**src/hdl/mem_pkg.sv**
```systemverilog
`default_nettype none

package mem_pkg;

    ////////////////////////////////////////
    // RAM geometry
    ////////////////////////////////////////

    // 12 KiB of 32-bit words
    localparam int mem_words = 3072;

    // Word index width, byte address bits [13:2]
    localparam int mem_addr_bits = 12;

    // First byte address past the RAM
    localparam logic [31:0] mem_limit = 32'h0000_3000;

    ////////////////////////////////////////
    // Access size
    ////////////////////////////////////////

    // Same encoding as the pipeline's width field
    typedef enum logic [1:0] {
        size_word = 2'd0,
        size_half = 2'd1,
        size_byte = 2'd2
    } access_size_t;

endpackage

`default_nettype wire

```
**src/hdl/axi_pkg.sv**
```systemverilog
`default_nettype none

package axi_pkg;

    // Bus widths
    localparam int axil_data_bits = 32;
    localparam int axil_addr_bits = 32;
    localparam int axil_strb_bits = axil_data_bits / 8;

    // BRESP / RRESP codes
    localparam logic [1:0] resp_okay   = 2'b00;
    localparam logic [1:0] resp_slverr = 2'b10;

endpackage

`default_nettype wire

```
**src/hdl/axil_if.sv**
```systemverilog
`timescale 1ns/1ps
`default_nettype none

interface axil_if;

    // Write address channel
    logic                                awvalid;
    logic                                awready;
    logic [axi_pkg::axil_addr_bits-1:0]  awaddr;

    // Write data channel
    logic                                wvalid;
    logic                                wready;
    logic [axi_pkg::axil_data_bits-1:0]  wdata;
    logic [axi_pkg::axil_strb_bits-1:0]  wstrb;

    // Write response channel
    logic                                bvalid;
    logic                                bready;
    logic [1:0]                          bresp;

    // Read address channel
    logic                                arvalid;
    logic                                arready;
    logic [axi_pkg::axil_addr_bits-1:0]  araddr;

    // Read data channel
    logic                                rvalid;
    logic                                rready;
    logic [axi_pkg::axil_data_bits-1:0]  rdata;
    logic [1:0]                          rresp;

    modport master (
        output awvalid, awaddr, wvalid, wdata, wstrb, bready, arvalid, araddr, rready,
        input  awready, wready, bvalid, bresp, arready, rvalid, rdata, rresp
    );

    modport slave (
        input  awvalid, awaddr, wvalid, wdata, wstrb, bready, arvalid, araddr, rready,
        output awready, wready, bvalid, bresp, arready, rvalid, rdata, rresp
    );

endinterface

`default_nettype wire

```
**src/hdl/mem_port.sv**
```systemverilog
`timescale 1ns/1ps
`default_nettype none

module mem_port (
    input  logic                  clk,
    input  logic                  reset,
    input  logic                  req_valid,
    output logic                  req_ready,
    input  logic                  req_write,
    input  logic [31:0]           req_addr,
    input  mem_pkg::access_size_t req_size,
    input  logic                  req_signed,
    input  logic [31:0]           req_wdata,
    output logic                  resp_valid,
    input  logic                  resp_ready,
    output logic [31:0]           resp_rdata,
    output logic                  resp_err,
    axil_if.master                bus
);

    typedef enum logic [1:0] {
        st_idle,
        st_bus,
        st_resp
    } state_t;

    state_t                              state;
    logic                                aw_pend;
    logic                                w_pend;
    logic                                ar_pend;
    logic                                is_write;
    logic [1:0]                          addr_lo;
    mem_pkg::access_size_t               size_q;
    logic                                signed_q;
    logic [axi_pkg::axil_addr_bits-1:0]  addr_q;
    logic [axi_pkg::axil_data_bits-1:0]  wdata_q;
    logic [axi_pkg::axil_strb_bits-1:0]  strb_q;
    logic [axi_pkg::axil_data_bits-1:0]  lane_wdata;
    logic [axi_pkg::axil_strb_bits-1:0]  lane_strb;
    logic                                accept;
    logic                                misaligned;
    logic                                b_done;
    logic                                r_done;

    // Pick the lane of a loaded word and extend it
    function automatic logic [31:0] load_extend(
        input logic [31:0]           word,
        input logic [1:0]            lo,
        input mem_pkg::access_size_t size,
        input logic                  sgn
    );
        logic [15:0] half_v;
        logic [7:0]  byte_v;
        half_v = lo[1] ? word[31:16] : word[15:0];
        byte_v = word[{lo, 3'b000} +: 8];
        case (size)
            mem_pkg::size_half: return {{16{sgn & half_v[15]}}, half_v};
            mem_pkg::size_byte: return {{24{sgn & byte_v[7]}}, byte_v};
            default:            return word;
        endcase
    endfunction

    assign accept     = req_valid && req_ready;
    assign misaligned = (req_size == mem_pkg::size_half) && req_addr[0];
    assign b_done     = bus.bvalid && bus.bready;
    assign r_done     = bus.rvalid && bus.rready;

    assign req_ready  = (state == st_idle);
    assign resp_valid = (state == st_resp);

    ////////////////////////////////////////
    // Store lane placement
    ////////////////////////////////////////

    always_comb begin
        lane_wdata = req_wdata;
        lane_strb  = 4'b1111;
        case (req_size)
            mem_pkg::size_half: begin
                lane_wdata = {2{req_wdata[15:0]}};
                lane_strb  = req_addr[1] ? 4'b1100 : 4'b0011;
            end
            mem_pkg::size_byte: begin
                lane_wdata = {4{req_wdata[7:0]}};
                lane_strb  = 4'b0001 << req_addr[1:0];
            end
            default: ;
        endcase
    end

    ////////////////////////////////////////
    // Request FSM
    ////////////////////////////////////////

    always_ff @(posedge clk) begin
        if (reset) begin
            state   <= st_idle;
            aw_pend <= 1'b0;
            w_pend  <= 1'b0;
            ar_pend <= 1'b0;
        end else begin
            case (state)
                st_idle: begin
                    if (accept && misaligned) begin
                        // Answered without touching the bus
                        state <= st_resp;
                    end else if (accept) begin
                        state   <= st_bus;
                        aw_pend <= req_write;
                        w_pend  <= req_write;
                        ar_pend <= !req_write;
                    end
                end
                st_bus: begin
                    if (bus.awready) aw_pend <= 1'b0;
                    if (bus.wready)  w_pend  <= 1'b0;
                    if (bus.arready) ar_pend <= 1'b0;
                    if (b_done || r_done) state <= st_resp;
                end
                st_resp: begin
                    if (resp_ready) state <= st_idle;
                end
                default: state <= st_idle;
            endcase
        end
    end

    // Request and response payload
    always_ff @(posedge clk) begin
        if (accept) begin
            is_write <= req_write;
            addr_lo  <= req_addr[1:0];
            size_q   <= req_size;
            signed_q <= req_signed;
            addr_q   <= {req_addr[31:2], 2'b00};
            wdata_q  <= lane_wdata;
            strb_q   <= lane_strb;
        end
        if (accept && misaligned) begin
            resp_rdata <= '0;
            resp_err   <= 1'b1;
        end else if (b_done) begin
            resp_rdata <= '0;
            resp_err   <= (bus.bresp == axi_pkg::resp_slverr);
        end else if (r_done) begin
            resp_rdata <= load_extend(bus.rdata, addr_lo, size_q, signed_q);
            resp_err   <= (bus.rresp == axi_pkg::resp_slverr);
        end
    end

    // Bus side
    assign bus.awvalid = aw_pend;
    assign bus.awaddr  = addr_q;
    assign bus.wvalid  = w_pend;
    assign bus.wdata   = wdata_q;
    assign bus.wstrb   = strb_q;
    assign bus.arvalid = ar_pend;
    assign bus.araddr  = addr_q;
    assign bus.bready  = (state == st_bus) && is_write;
    assign bus.rready  = (state == st_bus) && !is_write;

endmodule

`default_nettype wire

```
**src/flat_wrapper.sv**
```systemverilog
// flat-port wrapper written by rule: the top's interface ports become plain ports
module mem_port_flat 
  (clk, reset, req_valid, req_ready, req_write, req_addr, req_size, req_signed, req_wdata, resp_valid, resp_ready, resp_rdata, resp_err, bus_awvalid, bus_awaddr, bus_wvalid, bus_wdata, bus_wstrb, bus_bready, bus_arvalid, bus_araddr, bus_rready, bus_awready, bus_wready, bus_bvalid, bus_bresp, bus_arready, bus_rvalid, bus_rdata, bus_rresp);
  axil_if bus_i ();
  input  logic clk;
  input  logic reset;
  input  logic req_valid;
  output logic req_ready;
  input  logic req_write;
  input  logic [31:0] req_addr;
  input  mem_pkg::access_size_t req_size;
  input  logic req_signed;
  input  logic [31:0] req_wdata;
  output logic resp_valid;
  input  logic resp_ready;
  output logic [31:0] resp_rdata;
  output logic resp_err;
  output wire logic [$bits(bus_i.awvalid)-1:0] bus_awvalid;
  output wire logic [$bits(bus_i.awaddr)-1:0] bus_awaddr;
  output wire logic [$bits(bus_i.wvalid)-1:0] bus_wvalid;
  output wire logic [$bits(bus_i.wdata)-1:0] bus_wdata;
  output wire logic [$bits(bus_i.wstrb)-1:0] bus_wstrb;
  output wire logic [$bits(bus_i.bready)-1:0] bus_bready;
  output wire logic [$bits(bus_i.arvalid)-1:0] bus_arvalid;
  output wire logic [$bits(bus_i.araddr)-1:0] bus_araddr;
  output wire logic [$bits(bus_i.rready)-1:0] bus_rready;
  input wire logic [$bits(bus_i.awready)-1:0] bus_awready;
  input wire logic [$bits(bus_i.wready)-1:0] bus_wready;
  input wire logic [$bits(bus_i.bvalid)-1:0] bus_bvalid;
  input wire logic [$bits(bus_i.bresp)-1:0] bus_bresp;
  input wire logic [$bits(bus_i.arready)-1:0] bus_arready;
  input wire logic [$bits(bus_i.rvalid)-1:0] bus_rvalid;
  input wire logic [$bits(bus_i.rdata)-1:0] bus_rdata;
  input wire logic [$bits(bus_i.rresp)-1:0] bus_rresp;
  assign bus_awvalid = bus_i.awvalid;
  assign bus_awaddr = bus_i.awaddr;
  assign bus_wvalid = bus_i.wvalid;
  assign bus_wdata = bus_i.wdata;
  assign bus_wstrb = bus_i.wstrb;
  assign bus_bready = bus_i.bready;
  assign bus_arvalid = bus_i.arvalid;
  assign bus_araddr = bus_i.araddr;
  assign bus_rready = bus_i.rready;
  assign bus_i.awready = bus_awready;
  assign bus_i.wready = bus_wready;
  assign bus_i.bvalid = bus_bvalid;
  assign bus_i.bresp = bus_bresp;
  assign bus_i.arready = bus_arready;
  assign bus_i.rvalid = bus_rvalid;
  assign bus_i.rdata = bus_rdata;
  assign bus_i.rresp = bus_rresp;
  mem_port u_core (.clk(clk), .reset(reset), .req_valid(req_valid), .req_ready(req_ready), .req_write(req_write), .req_addr(req_addr), .req_size(req_size), .req_signed(req_signed), .req_wdata(req_wdata), .resp_valid(resp_valid), .resp_ready(resp_ready), .resp_rdata(resp_rdata), .resp_err(resp_err), .bus(bus_i));
endmodule
```
**config.mk**
```make
export PLATFORM = sky130hd
export DESIGN_NAME = mem_port_flat
export DESIGN_NICKNAME = d
export VERILOG_FILES = /design/src/hdl/mem_pkg.sv /design/src/hdl/axi_pkg.sv /design/src/hdl/axil_if.sv /design/src/hdl/mem_port.sv /design/src/flat_wrapper.sv
export SDC_FILE = /design/constraint.sdc
export NUM_CORES = 1
export LEC_CHECK = 0
export BUFFER_PORTS_ARGS = -buffer_cell sky130_fd_sc_hd__buf_4
export CAP_MARGIN = 20
export CORE_MARGIN = 8
export CORE_UTILIZATION = 41
export CTS_CLUSTER_DIAMETER = 40
export DETAILED_ROUTE_END_ITERATION = 6
export HOLD_SLACK_MARGIN = 0.1
export PLACE_DENSITY = 0.76
export SYNTH_ARGS = -nofsm -noshare
export SYNTH_HDL_FRONTEND = slang
export SYNTH_SLANG_ARGS = --single-unit
```
**constraint.sdc**
```tcl
create_clock -name clk -period 7.5 [get_ports clk]
set_input_delay 1.125 -clock clk [delete_from_list [all_inputs] [get_ports clk]]
set_output_delay 1.125 -clock clk [all_outputs]
set_load 0.1 [all_outputs]
```
==> metrics.cfg <==
[floorplan]
fp.dieH_um=126.4
rows=40
core_area_mm2=0.01196
pin_count=253
die_area_mm2=0.01597
start_util=0.4176
die_w_um=126.4

[timing]
finalCritPeriodShare=0.3726
layout_setup_ws_ns=4.705
slew-limit-headroom=0.3436
finalCriticalPeriod_ns=2.795
fmax_ghz=0.3578
tightest_slew_ns=0.9846
skew_ns=0.007111
tns_ns=0
final-max-slew-violation-count=0
setup_viol=0
hold_viol=0
rsz0062_at_grt=no

[synth]
syn_area_per_cell_um2=11.35
synth_top_family_by_area=compound AO/OA/AOI/OAI gates
ys_seq_area_frac=0.5852
synthSimpleGateAreaFrac=0.09845
synthArstFlopShare=0
synth_compound_area_frac=0.1904
ys_types=46
syn_area_mm2=0.004995
yosys_warnings=0
synth_ff_type=edfxtp_1
synth-edff-count=72
synth_seq_cells=110
synth_fa_ha_area_frac=0.01002
synth.area.mux_share=0.02480
synthCells=440
synth_xor_xnor_area_share=0

[route]
routed-via-count=4118
wirelength_um=15600
drt_pass1_iterations=6
drc=0
drtIter0Drc=400
drtAntennaViolNets=0
route.detailed.wl_per_inst_um=19.70
viasPerCell=5.199

[grt]
grt_usage=0.1869
grt_max_degree=74
grt_pass1_wl_um=23380
gr-total-overflow=0
grt_pass1_vias=4165
antenna_found_initial=0

[hold_path]
hold_end=u_core.bus.arvalid
hold_path_class=reg2reg
min_from=u_core.bus.arvalid
hold_depth=2

[layout]
layout-drive-gt1-share=0.4636
num-fill-cells=988
syn_to_final_growth_pct=40.46
final_common_cell=buf_4
nNetsFinal=757
n_antenna_cell=0
final_cell_mix=buf_4, edfxtp_1, nand2_1, o21ai_0, dfxtp_1

[clocking]
clk_pin_slew_worst_paths_ns=0.07
cts_buffer_depth=2
cts_root_buf=clkbuf_16
h-tree-depth=3
cts_resized=0
cts_buffers=9
cts_setup_buffers=0
clock_latency_ns=0.35
cts_tree=done
cts_hold_buffers=0
cts_sinks=110

[placed_design]
routabilityCongestion=0.8762
dp.final_hpwl_um=11820
place_ws_ns=4.388
port_buffers=248

[critical_path]
r2r-end=u_core.resp_rdata[31]
crit_fanout=15
startpoint_type=flip-flop
cp_slowest_stage_delay_ns=0.68
endpoint_kind=output pin
crit_type=reg2out
cp.required_ns=6.38
r2r_cells=4
worstPathArrival_ns=1.67
r2r_start=u_core.addr_lo[1]
path_cells=nor3b_4, buf_4
r2r_slack_ns=5.22
slowest_stage=dfxtp_1

[job]
cap_violations=0

[pwr]
power.total_w=0.002521
ir_drop_v=0.0001611
power.leakage_nw=2.954
power_density_mw_per_mm2=359.4

[status]
status=completed

## flip-flops by register name (all words and copies together) (netlist names), 2 cells and up
signal	cells
u_core.bus.wdata	32
u_core.resp_rdata	32
u_core.bus.araddr	30
u_core.bus.wstrb	4
u_core.addr_lo	2
u_core.size_q	2
u_core.state	2
## critical path: cells and delay by family, from the launching register on
kind / cells / cell delay (ns)
DFF: 1 / 0.68
buffers and inverters: 1 / 0.32
and+or+nand+nor: 1 / 0.31
## per-stage QoR
stage	hold slack [ns]	std cells	util	instance area (µm²)
global route	0.5242	792	0.5865	7015
global placement	0.4812	776	0.5596	6694
floorplan	0.6025	443	-	5011
finish	0.5033	792	0.5865	7015
CTS	0.5048	792	0.5865	7015
detailed placement	0.4917	776	0.5596	6694
## report_power, final
group          switching (W)  leakage (nW)  internal [W]
sequential         0.0000599          1.01      0.000756
combinational       0.000955          1.80      0.000239
clock               0.000219         0.150      0.000293
total                0.00123          2.95       0.00129
## how the worst max path moves through the flow
| stage | cells after the start | end | from |
|---|---|---|---|
| 6_report | 2 | bus_rready | u_core.state[0] |
| 3_3_place_gp | 5 | u_core.bus.wdata[15] | req_size[0] |
| 3_5_place_dp | 5 | u_core.bus.wdata[10] | req_size[0] |
| 5_1_grt | 5 | u_core.bus.wdata[9] | req_size[0] |
| 2_1_floorplan | 5 | u_core.resp_rdata[11] | req_valid |
| 4_1_cts | 2 | bus_rready | u_core.state[0] |
## synth_stat cells (3+ instances only)
library cell	n	share of area
nand2_1	56	0.042
a21oi_2	10	0.018
a22oi_1	10	0.015
a21oi_1	21	0.021
ha_1	4	0.010
a22o_1	8	0.014
mux2_2	7	0.016
nor2b_1	5	0.0063
buf_4	36	0.054
nand2b_1	6	0.0075
clkbuf_1	19	0.014
buf_6	3	0.0068
nor2_1	7	0.0053
a21o_1	8	0.012
dfxtp_1	38	0.15
o211ai_1	17	0.026
a31oi_1	8	0.010
inv_1	10	0.0075
o21ai_0	49	0.049
nand3b_1	10	0.015
edfxtp_1	72	0.43
buf_2	5	0.0050
## cell families after synthesis
| logic type | count (synthesis) |
|---|---|
| compound gates | 142 |
| fa+ha+maj | 4 |
| buf+inv | 76 |
| flops | 110 |
| mux | 9 |
| other cells | 1 |
| simple gates | 98 |
## final cells by class
type	instances	area [µm²]	area share
inverter	10	37.54	0.005350
clock buffer	9	225.2	0.03210
clock inverter	7	96.34	0.01373
tap	147	183.9	0.02622
multi-input combinational	257	1658	0.2363
sequential	110	2923	0.4166
timing repair buffer	252	1892	0.2697
## metal layers
layer | part of all wire | up-vias | global-route usage
met5 | 0 | - | 0
met1 | 0.39 | 1964 | 0.2082
li1 | - | 1962 | -
met4 | 0.023 | 0 | 0.06653
met3 | 0.074 | 24 | 0.06829
met2 | 0.52 | 168 | 0.3217
No activity file was read; power rests on OpenSTA's default activity.
