File: src/hdl/axi_pkg.sv
`default_nettype none

package axi_pkg;

    // Bus widths
    localparam int axil_data_bits = 32;
    localparam int axil_addr_bits = 32;
    localparam int axil_strb_bits = axil_data_bits / 8;

    // BRESP / RRESP codes
    localparam logic [1:0] resp_okay   = 2'b00;
    localparam logic [1:0] resp_slverr = 2'b10;

endpackage

`default_nettype wire

File: src/hdl/axil_if.sv
`timescale 1ns/1ps
`default_nettype none

interface axil_if;

    // Write address channel
    logic                                awvalid;
    logic                                awready;
    logic [axi_pkg::axil_addr_bits-1:0]  awaddr;

    // Write data channel
    logic                                wvalid;
    logic                                wready;
    logic [axi_pkg::axil_data_bits-1:0]  wdata;
    logic [axi_pkg::axil_strb_bits-1:0]  wstrb;

    // Write response channel
    logic                                bvalid;
    logic                                bready;
    logic [1:0]                          bresp;

    // Read address channel
    logic                                arvalid;
    logic                                arready;
    logic [axi_pkg::axil_addr_bits-1:0]  araddr;

    // Read data channel
    logic                                rvalid;
    logic                                rready;
    logic [axi_pkg::axil_data_bits-1:0]  rdata;
    logic [1:0]                          rresp;

    modport master (
        output awvalid, awaddr, wvalid, wdata, wstrb, bready, arvalid, araddr, rready,
        input  awready, wready, bvalid, bresp, arready, rvalid, rdata, rresp
    );

    modport slave (
        input  awvalid, awaddr, wvalid, wdata, wstrb, bready, arvalid, araddr, rready,
        output awready, wready, bvalid, bresp, arready, rvalid, rdata, rresp
    );

endinterface

`default_nettype wire

File: src/hdl/axil_arbiter.sv
`timescale 1ns/1ps
`default_nettype none

module axil_arbiter (
    input  logic   clk,
    input  logic   reset,
    axil_if.slave  m0,
    axil_if.slave  m1,
    axil_if.master s
);

    logic busy;
    logic grant;
    logic last;
    logic req0;
    logic req1;
    logic pick;
    logic sel;
    logic done;

    assign req0 = m0.awvalid || m0.arvalid;
    assign req1 = m1.awvalid || m1.arvalid;

    // Tie goes to whoever was not served last
    always_comb begin
        if (req0 && req1) begin
            pick = !last;
        end else begin
            pick = req1;
        end
    end

    // Idle grants in the same cycle as the request
    assign sel  = busy ? grant : pick;
    assign done = (s.bvalid && s.bready) || (s.rvalid && s.rready);

    ////////////////////////////////////////
    // Grant state
    ////////////////////////////////////////

    always_ff @(posedge clk) begin
        if (reset) begin
            busy  <= 1'b0;
            grant <= 1'b0;
            last  <= 1'b1;
        end else if (!busy) begin
            if (req0 || req1) begin
                busy  <= 1'b1;
                grant <= pick;
            end
        end else if (done) begin
            busy <= 1'b0;
            last <= grant;
        end
    end

    ////////////////////////////////////////
    // Master to slave
    ////////////////////////////////////////

    assign s.awvalid = sel ? m1.awvalid : m0.awvalid;
    assign s.awaddr  = sel ? m1.awaddr  : m0.awaddr;
    assign s.wvalid  = sel ? m1.wvalid  : m0.wvalid;
    assign s.wdata   = sel ? m1.wdata   : m0.wdata;
    assign s.wstrb   = sel ? m1.wstrb   : m0.wstrb;
    assign s.bready  = sel ? m1.bready  : m0.bready;
    assign s.arvalid = sel ? m1.arvalid : m0.arvalid;
    assign s.araddr  = sel ? m1.araddr  : m0.araddr;
    assign s.rready  = sel ? m1.rready  : m0.rready;

    ////////////////////////////////////////
    // Slave to masters
    ////////////////////////////////////////

    // The waiting master sees no ready and no response
    assign m0.awready = !sel && s.awready;
    assign m0.wready  = !sel && s.wready;
    assign m0.arready = !sel && s.arready;
    assign m0.bvalid  = !sel && s.bvalid;
    assign m0.rvalid  = !sel && s.rvalid;

    assign m1.awready = sel && s.awready;
    assign m1.wready  = sel && s.wready;
    assign m1.arready = sel && s.arready;
    assign m1.bvalid  = sel && s.bvalid;
    assign m1.rvalid  = sel && s.rvalid;

    // Payloads are shared, valid qualifies them
    assign m0.bresp = s.bresp;
    assign m0.rdata = s.rdata;
    assign m0.rresp = s.rresp;
    assign m1.bresp = s.bresp;
    assign m1.rdata = s.rdata;
    assign m1.rresp = s.rresp;

endmodule

`default_nettype wire

File: src/flat_wrapper.sv
// flat-port wrapper written by rule: the top's interface ports become plain ports
module axil_arbiter_flat 
  (clk, reset, m0_awvalid, m0_awaddr, m0_wvalid, m0_wdata, m0_wstrb, m0_bready, m0_arvalid, m0_araddr, m0_rready, m0_awready, m0_wready, m0_bvalid, m0_bresp, m0_arready, m0_rvalid, m0_rdata, m0_rresp, m1_awvalid, m1_awaddr, m1_wvalid, m1_wdata, m1_wstrb, m1_bready, m1_arvalid, m1_araddr, m1_rready, m1_awready, m1_wready, m1_bvalid, m1_bresp, m1_arready, m1_rvalid, m1_rdata, m1_rresp, s_awvalid, s_awaddr, s_wvalid, s_wdata, s_wstrb, s_bready, s_arvalid, s_araddr, s_rready, s_awready, s_wready, s_bvalid, s_bresp, s_arready, s_rvalid, s_rdata, s_rresp);
  axil_if m0_i ();
  axil_if m1_i ();
  axil_if s_i ();
  input  logic clk;
  input  logic reset;
  input wire logic [$bits(m0_i.awvalid)-1:0] m0_awvalid;
  input wire logic [$bits(m0_i.awaddr)-1:0] m0_awaddr;
  input wire logic [$bits(m0_i.wvalid)-1:0] m0_wvalid;
  input wire logic [$bits(m0_i.wdata)-1:0] m0_wdata;
  input wire logic [$bits(m0_i.wstrb)-1:0] m0_wstrb;
  input wire logic [$bits(m0_i.bready)-1:0] m0_bready;
  input wire logic [$bits(m0_i.arvalid)-1:0] m0_arvalid;
  input wire logic [$bits(m0_i.araddr)-1:0] m0_araddr;
  input wire logic [$bits(m0_i.rready)-1:0] m0_rready;
  output wire logic [$bits(m0_i.awready)-1:0] m0_awready;
  output wire logic [$bits(m0_i.wready)-1:0] m0_wready;
  output wire logic [$bits(m0_i.bvalid)-1:0] m0_bvalid;
  output wire logic [$bits(m0_i.bresp)-1:0] m0_bresp;
  output wire logic [$bits(m0_i.arready)-1:0] m0_arready;
  output wire logic [$bits(m0_i.rvalid)-1:0] m0_rvalid;
  output wire logic [$bits(m0_i.rdata)-1:0] m0_rdata;
  output wire logic [$bits(m0_i.rresp)-1:0] m0_rresp;
  input wire logic [$bits(m1_i.awvalid)-1:0] m1_awvalid;
  input wire logic [$bits(m1_i.awaddr)-1:0] m1_awaddr;
  input wire logic [$bits(m1_i.wvalid)-1:0] m1_wvalid;
  input wire logic [$bits(m1_i.wdata)-1:0] m1_wdata;
  input wire logic [$bits(m1_i.wstrb)-1:0] m1_wstrb;
  input wire logic [$bits(m1_i.bready)-1:0] m1_bready;
  input wire logic [$bits(m1_i.arvalid)-1:0] m1_arvalid;
  input wire logic [$bits(m1_i.araddr)-1:0] m1_araddr;
  input wire logic [$bits(m1_i.rready)-1:0] m1_rready;
  output wire logic [$bits(m1_i.awready)-1:0] m1_awready;
  output wire logic [$bits(m1_i.wready)-1:0] m1_wready;
  output wire logic [$bits(m1_i.bvalid)-1:0] m1_bvalid;
  output wire logic [$bits(m1_i.bresp)-1:0] m1_bresp;
  output wire logic [$bits(m1_i.arready)-1:0] m1_arready;
  output wire logic [$bits(m1_i.rvalid)-1:0] m1_rvalid;
  output wire logic [$bits(m1_i.rdata)-1:0] m1_rdata;
  output wire logic [$bits(m1_i.rresp)-1:0] m1_rresp;
  output wire logic [$bits(s_i.awvalid)-1:0] s_awvalid;
  output wire logic [$bits(s_i.awaddr)-1:0] s_awaddr;
  output wire logic [$bits(s_i.wvalid)-1:0] s_wvalid;
  output wire logic [$bits(s_i.wdata)-1:0] s_wdata;
  output wire logic [$bits(s_i.wstrb)-1:0] s_wstrb;
  output wire logic [$bits(s_i.bready)-1:0] s_bready;
  output wire logic [$bits(s_i.arvalid)-1:0] s_arvalid;
  output wire logic [$bits(s_i.araddr)-1:0] s_araddr;
  output wire logic [$bits(s_i.rready)-1:0] s_rready;
  input wire logic [$bits(s_i.awready)-1:0] s_awready;
  input wire logic [$bits(s_i.wready)-1:0] s_wready;
  input wire logic [$bits(s_i.bvalid)-1:0] s_bvalid;
  input wire logic [$bits(s_i.bresp)-1:0] s_bresp;
  input wire logic [$bits(s_i.arready)-1:0] s_arready;
  input wire logic [$bits(s_i.rvalid)-1:0] s_rvalid;
  input wire logic [$bits(s_i.rdata)-1:0] s_rdata;
  input wire logic [$bits(s_i.rresp)-1:0] s_rresp;
  assign m0_i.awvalid = m0_awvalid;
  assign m0_i.awaddr = m0_awaddr;
  assign m0_i.wvalid = m0_wvalid;
  assign m0_i.wdata = m0_wdata;
  assign m0_i.wstrb = m0_wstrb;
  assign m0_i.bready = m0_bready;
  assign m0_i.arvalid = m0_arvalid;
  assign m0_i.araddr = m0_araddr;
  assign m0_i.rready = m0_rready;
  assign m0_awready = m0_i.awready;
  assign m0_wready = m0_i.wready;
  assign m0_bvalid = m0_i.bvalid;
  assign m0_bresp = m0_i.bresp;
  assign m0_arready = m0_i.arready;
  assign m0_rvalid = m0_i.rvalid;
  assign m0_rdata = m0_i.rdata;
  assign m0_rresp = m0_i.rresp;
  assign m1_i.awvalid = m1_awvalid;
  assign m1_i.awaddr = m1_awaddr;
  assign m1_i.wvalid = m1_wvalid;
  assign m1_i.wdata = m1_wdata;
  assign m1_i.wstrb = m1_wstrb;
  assign m1_i.bready = m1_bready;
  assign m1_i.arvalid = m1_arvalid;
  assign m1_i.araddr = m1_araddr;
  assign m1_i.rready = m1_rready;
  assign m1_awready = m1_i.awready;
  assign m1_wready = m1_i.wready;
  assign m1_bvalid = m1_i.bvalid;
  assign m1_bresp = m1_i.bresp;
  assign m1_arready = m1_i.arready;
  assign m1_rvalid = m1_i.rvalid;
  assign m1_rdata = m1_i.rdata;
  assign m1_rresp = m1_i.rresp;
  assign s_awvalid = s_i.awvalid;
  assign s_awaddr = s_i.awaddr;
  assign s_wvalid = s_i.wvalid;
  assign s_wdata = s_i.wdata;
  assign s_wstrb = s_i.wstrb;
  assign s_bready = s_i.bready;
  assign s_arvalid = s_i.arvalid;
  assign s_araddr = s_i.araddr;
  assign s_rready = s_i.rready;
  assign s_i.awready = s_awready;
  assign s_i.wready = s_wready;
  assign s_i.bvalid = s_bvalid;
  assign s_i.bresp = s_bresp;
  assign s_i.arready = s_arready;
  assign s_i.rvalid = s_rvalid;
  assign s_i.rdata = s_rdata;
  assign s_i.rresp = s_rresp;
  axil_arbiter u_core (.clk(clk), .reset(reset), .m0(m0_i), .m1(m1_i), .s(s_i));
endmodule
File: config.mk
export PLATFORM = sky130hd
export DESIGN_NAME = axil_arbiter_flat
export DESIGN_NICKNAME = d
export VERILOG_FILES = /design/src/hdl/axi_pkg.sv /design/src/hdl/axil_if.sv /design/src/hdl/axil_arbiter.sv /design/src/flat_wrapper.sv
export SDC_FILE = /design/constraint.sdc
export NUM_CORES = 1
export LEC_CHECK = 0
export BUFFER_PORTS_ARGS = -buffer_cell sky130_fd_sc_hd__buf_2
export CAP_MARGIN = 20
export CELL_PAD_IN_SITES_DETAIL_PLACEMENT = 0
export CELL_PAD_IN_SITES_GLOBAL_PLACEMENT = 1
export CORE_AREA = 2 2 171 173
export DETAILED_ROUTE_END_ITERATION = 10
export DIE_AREA = 0 0 173 175
export PLACE_DENSITY_LB_ADDON = 0.1
export SLEW_MARGIN = 25
export SYNTH_ARGS = -nofsm -noshare
export SYNTH_HDL_FRONTEND = slang
export SYNTH_SLANG_ARGS = --single-unit
File: constraint.sdc
create_clock -name clk -period 3.8 [get_ports clk]
set_input_delay 0.95 -clock clk [delete_from_list [all_inputs] [get_ports clk]]
set_output_delay 0.95 -clock clk [all_outputs]
set_load 0.005 [all_outputs]
==> impl_metrics.ini, run 1 <==
[outcome]
status = finished, final reports clean

[power]
p_sw_uw = 278
ir_worst_vdd_mv = 0.101
power_density_nw_per_um2 = 220
pwr-share-seq_pct = 5.0
power.internal_uw = 530
pwr-share-clk_pct = 20.4
total_power_uw = 808
combPwrFrac_pct = 74.5
p_sw_share_pct = 34.5
power.leakage_nw = 1.87

[worst_setup_path]
cp.arrival_ns = 2.63
crit_chain = buf_2 > o21a_1 > o31ai_4 > buf_12 > mux2_2 > buf_2
crit_start = m0_awvalid
critical_path_class = input pin to output pin
cp.required_ns = 2.85
crit_end = s_araddr[1]
r2r-start = u_core.last$_SDFFE_PP1P_
cp-end-kind = output pin
cpMaxStageDelayCell = buf_12
r2r_end = u_core.last$_SDFFE_PP1P_
rr_worst_depth = 6
worst_path_most_repeated_cell = buf_2
startpoint_type = input pin
r2r_setup_slack_ns = 1.81
critPathMaxFanout = 96
cpPeakStageDelay_ns = 0.42

[global_route]
grt_max_degree = 97
grt_pass1_wl_um = 16200
antenna_found_initial = 3
overflow = 0
grt_util_all_layers_pct = 7.09
grt_pass1_vias = 2542

[clock_network]
numCtsBuffers = 3
cts-htree-levels = 1
cts.reportedPaths.clkPinSlew_ns = 0.03
cts_tree = done
post_cts_buffers = 0
clockRootBuffer = clkbuf_16
cts.path.max_buffers = 2
cts_hold_buf = 0
ctsResizeCount = 0
insertion_delay_ns = 0.22
clock-sinks = 3

[final_layout]
area_delta_synth_final_pct = 81.3
nNetsFinal = 732
design_area_sq_um = 3680
multi_input_area_sq_um = 1340
fill_cells = 3319
drive_gt1_share_pct = 92.7
seqCellArea_sq_um = 60.1

[sta]
setup_tns_ns = 0
maxClockFrequency_mhz = 279
clock_skew_ns = 0.00169
max_slew.worst_pin.slew_ns = 0.522
relSlewSlack_pct = 65.2
grt_setup_unrepaired = no
slew_viol_final = 0
fin_crit_ns = 3.58
setup_viol = 0
finalHoldViolations = 0
setup_ws_ns = 0.215
fin_hold_ws_ns = 0.483
fin_crit_sh_pct = 94.3

[die]
dieArea_sq_um = 30300
die_h_um = 175
die_w_um = 173
ios = 440
start_util_pct = 7.15
core_area_sq_um = 28400
row_count = 62

[yosys]
yosys.cell_types.count = 18
synth_seq_cells = 3
yosys.area.top_type_share_pct = 58.3
synth_edf_count = 0
synth.avg_cell_area_sq_um = 9.02
yosys_warnings = 0
synthesis.nets = 478
synthFlopType = dfxtp_1
synth_top_cell_by_area = mux2_2
synth_cells = 225
synth_async_sr_flop_share_pct = 0
synth_area_leaders = mux2_2 58%, buf_4 27%, dfxtp_1 3.0%, buf_2 2.7%, and2_1 1.8%
yosysMostFrequentCell = mux2_2
syn-cell-area_sq_um = 2030
ys_seq_area_share_pct = 2.96
synth_common_cells = 105 x mux2_2, 72 x buf_4, 11 x buf_2

[detailed_routing]
vias = 2517
drc = 0
firstDrtPassIters = 4
wirelength_um = 11700
drt-initial-drc-count = 40
postRouteAntennaNets = 0
via_per_inst = 2.91
routedWlPerCell_um = 13.6

[min_path]
hold_class = flop to flop

[flow_run]
max_cap_viol_count = 0

[placed_design]
port-buffer-count = 331
place_ws_ns = 0.200
gp_congestion = 0.812
hpwl_um = 10600
placed_area_sq_um = 3590
-- critical path, delay by kind of cell --
kind	cells	cell delay, ns
compound gates	2	0.49
buf+inv	3	0.71
mux	1	0.40
-- sequential cells by signal, summed over array words and instances, names as in the netlist --
register	cells
u_core.last	1
u_core.busy	1
u_core.grant	1
-- through the flow --
step	cells	util (%)
2_1_floorplan	225	-
3_3_place_gp	858	12.7
3_5_place_dp	858	12.7
4_1_cts	862	12.9
5_1_grt	864	13.0
6_report	864	13.0
-- per-layer routing --
layer | wire length [um] | global-route usage (%) | share of wire, % | up-vias
li1 | - | - | - | 1218
met1 | 3290 | 5.62 | 28 | 1098
met2 | 6940 | 15.2 | 59 | 186
met3 | 1360 | 3.35 | 12 | 13
met4 | 112 | 1.59 | 0.96 | 2
met5 | 13 | 0 | 0.11 | -
-- layout make-up --
cell class / instances / area share [%]
repair buffers: 333 / 45.8
multi-input cells: 131 / 36.5
well taps: 384 / 13.1
clock buffers: 4 / 2.14
flip-flops and latches: 3 / 1.63
inverters: 7 / 0.714
diodes: 2 / 0.136
-- logic make-up (layout without fill, tap and decap cells) --
kind of cell | count (synthesis) | after routing | share of synthesized area, %
buf+inv | 91 | 344 | 30.8
other cells | 0 | 2 | 0
compound gates | 7 | 7 | 3.21
mux | 106 | 106 | 58.8
flops | 3 | 3 | 2.96
simple gates | 18 | 18 | 4.25
-- power groups by stage --
stage	clock network (mW)	registers, mW	logic (mW)
after floorplan	0	0.0399	0.366
after global placement	0	0.0417	0.629
after detailed placement	0	0.0414	0.622
after CTS	0.168	0.0409	0.625
after global routing	0.169	0.0412	0.659
final	0.165	0.0407	0.602
-- cell usage in the layout, fill, tap and decap left out --
master / instances
buf_2: 331
nor2_1: 7
clkbuf_1: 1
a221o_1: 1
and2_1: 6
mux2i_1: 1
inv_1: 7
a31o_2: 1
buf_12: 1
nor3_1: 1
nor4_1: 1
diode_2: 2
clkbuf_16: 3
o211ai_1: 1
dfxtp_1: 3
nand2_1: 3
buf_4: 1
o21a_1: 1
a21oi_1: 2
o31ai_4: 1
mux2_2: 105
-- how the worst min path moves through the flow --
stage	start	endpoint	cells after the start
after floorplan	u_core.grant$_SDFFE_PP0P_	u_core.grant$_SDFFE_PP0P_	2
after global routing	u_core.grant$_SDFFE_PP0P_	u_core.grant$_SDFFE_PP0P_	2
after global placement	u_core.grant$_SDFFE_PP0P_	u_core.grant$_SDFFE_PP0P_	2
after detailed placement	u_core.grant$_SDFFE_PP0P_	u_core.grant$_SDFFE_PP0P_	2
after CTS	u_core.grant$_SDFFE_PP0P_	u_core.grant$_SDFFE_PP0P_	2
final	u_core.grant$_SDFFE_PP0P_	u_core.grant$_SDFFE_PP0P_	2
Power figures use the tool's default switching activity.
==> run 2, diff against run 1 <==
Settings changed: RECOVER_POWER from default to 100.
==> run 2 against run 1 <==
First-iteration DRC count is 10% lower; core utilization shrank 0.32 points; clock power hardly changed; hold slack did not move; sequential share of layout area is essentially flat; fmax is 1.2% lower; via count hardly changed; non-clock buffer count is the same; register-to-register slack about the same; combinational power is 3.7% lower; critical path type unchanged.
==> impl_metrics.ini, run 2 (same netlist as run 1, synthesis figures left out) <==
[min_path]
hold_class = flop to flop
hold_depth = 2

[detailed_routing]
postRouteAntennaNets = 0
firstDrtPassIters = 4
vias = 2515
top_layer_used = met5
wl_met2_um = 6970
routedWlPerCell_um = 13.6
wl_met1_um = 3280
wl_met3_um = 1360
via_per_inst = 2.91
drc = 0
wirelength_um = 11700
drt-initial-drc-count = 36

[sta]
slew_viol_final = 0
finalHoldViolations = 0
max_slew.worst_pin.slew_ns = 0.518
setup_viol = 0
setup_ws_ns = 0.174
fin_crit_ns = 3.63
maxClockFrequency_mhz = 276
clock_skew_ns = 0.00171
grt_setup_unrepaired = no
setup_tns_ns = 0
relSlewSlack_pct = 65.5
fin_crit_sh_pct = 95.4

[worst_setup_path]
r2r_end = u_core.last$_SDFFE_PP1P_
startpoint_type = input pin
cp-end-kind = output pin
critical_path_class = input pin to output pin
r2r_setup_slack_ns = 1.80
cp.arrival_ns = 2.68
critPathMaxFanout = 96
r2r-start = u_core.last$_SDFFE_PP1P_
crit_end = s_araddr[1]
cp.required_ns = 2.85
rr_worst_depth = 6
crit_start = m0_awvalid

[clock_network]
cts_hold_buf = 0
cts_tree = done
post_cts_buffers = 0
cts-htree-levels = 1
numCtsBuffers = 3
insertion_delay_ns = 0.22
ctsResizeCount = 0
cts.reportedPaths.clkPinSlew_ns = 0.03
cts.path.max_buffers = 2
clock-sinks = 3
clockRootBuffer = clkbuf_16

[global_route]
overflow = 0
grt_pass1_vias = 2542
antenna_found_initial = 3
grt_pass1_wl_um = 16200
grt_max_degree = 97
grt_util_all_layers_pct = 7.09

[die]
row_count = 62
start_util_pct = 7.15
core_area_sq_um = 28400
dieArea_sq_um = 30300
die_h_um = 175
ios = 440
die_w_um = 173

[power]
ir_worst_vdd_mv = 0.101
power_density_nw_per_um2 = 219
power.leakage_nw = 1.66

[placed_design]
gp_congestion = 0.812
hpwl_um = 10600
place_ws_ns = 0.200
port-buffer-count = 331

[outcome]
status = finished, final reports clean

[final_layout]
final_common_cell = buf_2
drive_gt1_share_pct = 77.2
fill_cells = 3348
final_cell_mix = 258 x buf_2, 104 x mux2_2, 73 x clkbuf_1
nNetsFinal = 732
top_regs = u_core.busy x1, u_core.grant x1, u_core.last x1
area_delta_synth_final_pct = 76.8

[flow_run]
max_cap_viol_count = 0
[run 2: cell types whose count changed in the layout (fill, tap and decap cells not counted), sizes merged]
cell	before	now
clkbuf	4	76
buf	333	261
[run 2: worst min-delay path by stage]
stage | start | endpoint | slack [ns]
after global placement | u_core.grant$_SDFFE_PP0P_ | u_core.grant$_SDFFE_PP0P_ | 0.49
after detailed placement | u_core.grant$_SDFFE_PP0P_ | u_core.grant$_SDFFE_PP0P_ | 0.48
after floorplan | u_core.grant$_SDFFE_PP0P_ | u_core.grant$_SDFFE_PP0P_ | 0.46
after global routing | u_core.grant$_SDFFE_PP0P_ | u_core.grant$_SDFFE_PP0P_ | 0.52
after CTS | u_core.grant$_SDFFE_PP0P_ | u_core.grant$_SDFFE_PP0P_ | 0.49
final | u_core.grant$_SDFFE_PP0P_ | u_core.grant$_SDFFE_PP0P_ | 0.48
[run 2: where the power goes]
part	internal, mW	switching [mW]	leakage [nW]	total [mW]
Combinational	0.329	0.251	1.60	0.580
Sequential	0.0360	0.00471	0.0249	0.0407
Clock	0.138	0.0269	0.0382	0.165
[run 2: layer usage]
| metal | track usage, % | vias up |
|---|---|---|
| met4 | 1.59 | 2 |
| met1 | 5.62 | 1099 |
| met3 | 3.35 | 13 |
| met5 | 0 | - |
| li1 | - | 1215 |
| met2 | 15.2 | 186 |
[run 2: worst max-delay path, cell delays in order]
cell and delay [ns]:
clkbuf_1 0.15, o21a_1 0.23, o31ai_4 0.28, buf_12 0.42
mux2_2 0.40, clkbuf_1 0.15
[run 2: cell type report]
cell class                 instances  area [sq um]  area share (%)
clock buffer                       4          78.8            2.20
antenna                            2          5.00           0.140
tap                              384           480            13.4
sequential                         3          60.1            1.67
inverter                           7          26.3           0.732
multi-input combinational        131          1340            37.5
timing repair buffer             333          1590            44.4
[run 2: per-stage QoR]
| step | cell area [sq um] | hold WS, ns | utilization (%) | total power [mW] | cells |
|---|---|---|---|---|---|
| after floorplan | 2030 | 0.457 | - | 0.406 | 225 |
| after global placement | 3590 | 0.489 | 12.7 | 0.671 | 858 |
| after CTS | 3670 | 0.488 | 12.9 | 0.834 | 862 |
| after global routing | 3590 | 0.521 | 12.6 | 0.846 | 864 |
| final | 3590 | 0.483 | 12.6 | 0.786 | 864 |
| after detailed placement | 3590 | 0.480 | 12.7 | 0.663 | 858 |
==> run 3, diff against run 2 <==
Settings changed: GPL_TIMING_DRIVEN from default to 0, RECOVER_POWER 100 to 50, TNS_END_PERCENT from default to 50.
==> run 3 against run 2 <==
Clock power rose by 4%; clock-buffer cell count did not move; clock skew fell by 0.0010 ns; sequential share of layout area fell by 0.37 points; global-route usage rose by 1.3 points; via count rose by 24%; final area rose by 28%; non-clock buffer count rose by 158; power rose by 18%; fmax rose by 1.7%.
==> impl_metrics.ini, run 3 (same netlist as run 1, synthesis figures left out) <==
[placed_design]
port-buffer-count = 403
hpwl_um = 12800
gp_congestion = 0.819
placed_area_sq_um = 4530

[die]
start_util_pct = 7.15
core_area_sq_um = 28400
row_count = 62
die_w_um = 173
die_h_um = 175
ios = 440
dieArea_sq_um = 30300

[worst_setup_path]
cp-end-kind = output pin
cp.required_ns = 2.85
worst_path_most_repeated_cell = buf_2
critical_path_class = input pin to output pin
cpMaxStageDelayCell = mux2_2
startpoint_type = input pin
crit_start = m0_arvalid
cp.arrival_ns = 2.62
crit_chain = buf_2 > o21a_1 > o31ai_1 > buf_2 > buf_2 > mux2_2 > buf_2
r2r_setup_slack_ns = 1.93
cpPeakStageDelay_ns = 0.36
critPathMaxFanout = 10
r2r-start = u_core.last$_SDFFE_PP1P_

[detailed_routing]
vias = 3127
via_per_inst = 3.07
drc = 0
firstDrtPassIters = 4
drt-initial-drc-count = 35
routedWlPerCell_um = 13.5
wirelength_um = 13800
postRouteAntennaNets = 0

[sta]
slew_viol_final = 0
finalHoldViolations = 0
grt_setup_unrepaired = no
max_slew.worst_pin.slew_ns = 0.379
fin_crit_ns = 3.57
relSlewSlack_pct = 74.5
fin_hold_ws_ns = 0.495
fin_crit_sh_pct = 93.8
clock_skew_ns = 0.000695
setup_viol = 0
maxClockFrequency_mhz = 280
setup_tns_ns = 0

[clock_network]
cts-htree-levels = 1
cts_hold_buf = 0
cts_tree = done
insertion_delay_ns = 0.23
cts.path.max_buffers = 2
clockRootBuffer = clkbuf_16
numCtsBuffers = 3
clock-sinks = 3
cts.reportedPaths.clkPinSlew_ns = 0.03
ctsResizeCount = 0

[flow_run]
max_cap_viol_count = 0

[min_path]
min_from = u_core.grant$_SDFFE_PP0P_
hold_class = flop to flop

[power]
power.leakage_nw = 2.45
power_density_nw_per_um2 = 202
ir_worst_vdd_mv = 0.0907

[final_layout]
final_common_cell = buf_2
fin_util_pct = 16.2
top_regs = u_core.busy x1, u_core.grant x1, u_core.last x1
drive_gt1_share_pct = 88.1
seqCellArea_sq_um = 60.1
fill_cells = 3317
area_delta_synth_final_pct = 126
design_area_sq_um = 4590
multi_input_area_sq_um = 1330
nNetsFinal = 890
num_antenna_cells = 0
final_cell_mix = 376 x buf_2, 102 x mux2_2, 50 x clkbuf_4

[global_route]
antenna_found_initial = 3
grt_max_degree = 11
grt_pass1_vias = 3181
grt_util_all_layers_pct = 8.39
overflow = 0
grt_pass1_wl_um = 19100

[outcome]
status = finished, final reports clean
-- run 3: cell count changes in the layout (fill, tap and decap cells not counted), moves of 2 or more --
| cell | change |
|---|---|
| buf_4 | +24 |
| mux2_1 | +2 |
| clkbuf_2 | +2 |
| buf_2 | +118 |
| mux2_2 | -2 |
| diode_2 | -2 |
| clkbuf_4 | +50 |
| clkbuf_1 | -37 |
-- run 3: routing by layer --
metal / up-vias / wire length [um] / GRT usage [%]
li1: 1529 / - / -
met1: 1374 / 4070 / 7.28
met2: 207 / 8190 / 18.1
met3: 13 / 1290 / 2.72
met4: 4 / 195 / 1.80
met5: - / 26 / 0
-- run 3: critical path: cells and delay by family --
family          cells  cell delay [ns]
compound gates      2             0.43
buf+inv             4             0.88
mux                 1             0.36
-- run 3: power by group --
part / leakage (nW) / internal (mW) / switching (mW) / total (mW)
Clock: 0.0382 / 0.139 / 0.0321 / 0.171
Sequential: 0.0249 / 0.0360 / 0.00396 / 0.0399
Combinational: 2.39 / 0.429 / 0.288 / 0.717
-- run 3: final timing paths --
kind	to	depth (start not counted)
max	s_wdata[25]	7
min	u_core.grant$_SDFFE_PP0P_	2
max reg2reg	u_core.last$_SDFFE_PP1P_	7
min reg2reg	u_core.grant$_SDFFE_PP0P_	2
-- run 3: per-stage QoR --
stage,std cells,total power [mW],setup slack (ns)
final,1020,0.928,0.234
after global routing,1020,1.00,0.0937
after CTS,1020,0.972,0.274
after detailed placement,1012,0.782,-0.267
after global placement,1012,0.784,-0.234
after floorplan,225,0.406,0.542
-- run 3: final cells by class --
type | count | area share, %
Sequential cell | 3 | 1.31
Multi-Input combinational cell | 131 | 29.0
Tap cell | 384 | 10.5
Timing Repair Buffer | 407 | 43.9
Buffer | 84 | 13.1
Clock buffer | 4 | 1.72
Inverter | 7 | 0.573
-- run 3: repair_timing --
action / 4_1_cts / 5_1_grt
hold endpoints to repair: 0 / 0
endpoints found under the setup margin: 59 / 0
setup buffers: 4 / 0
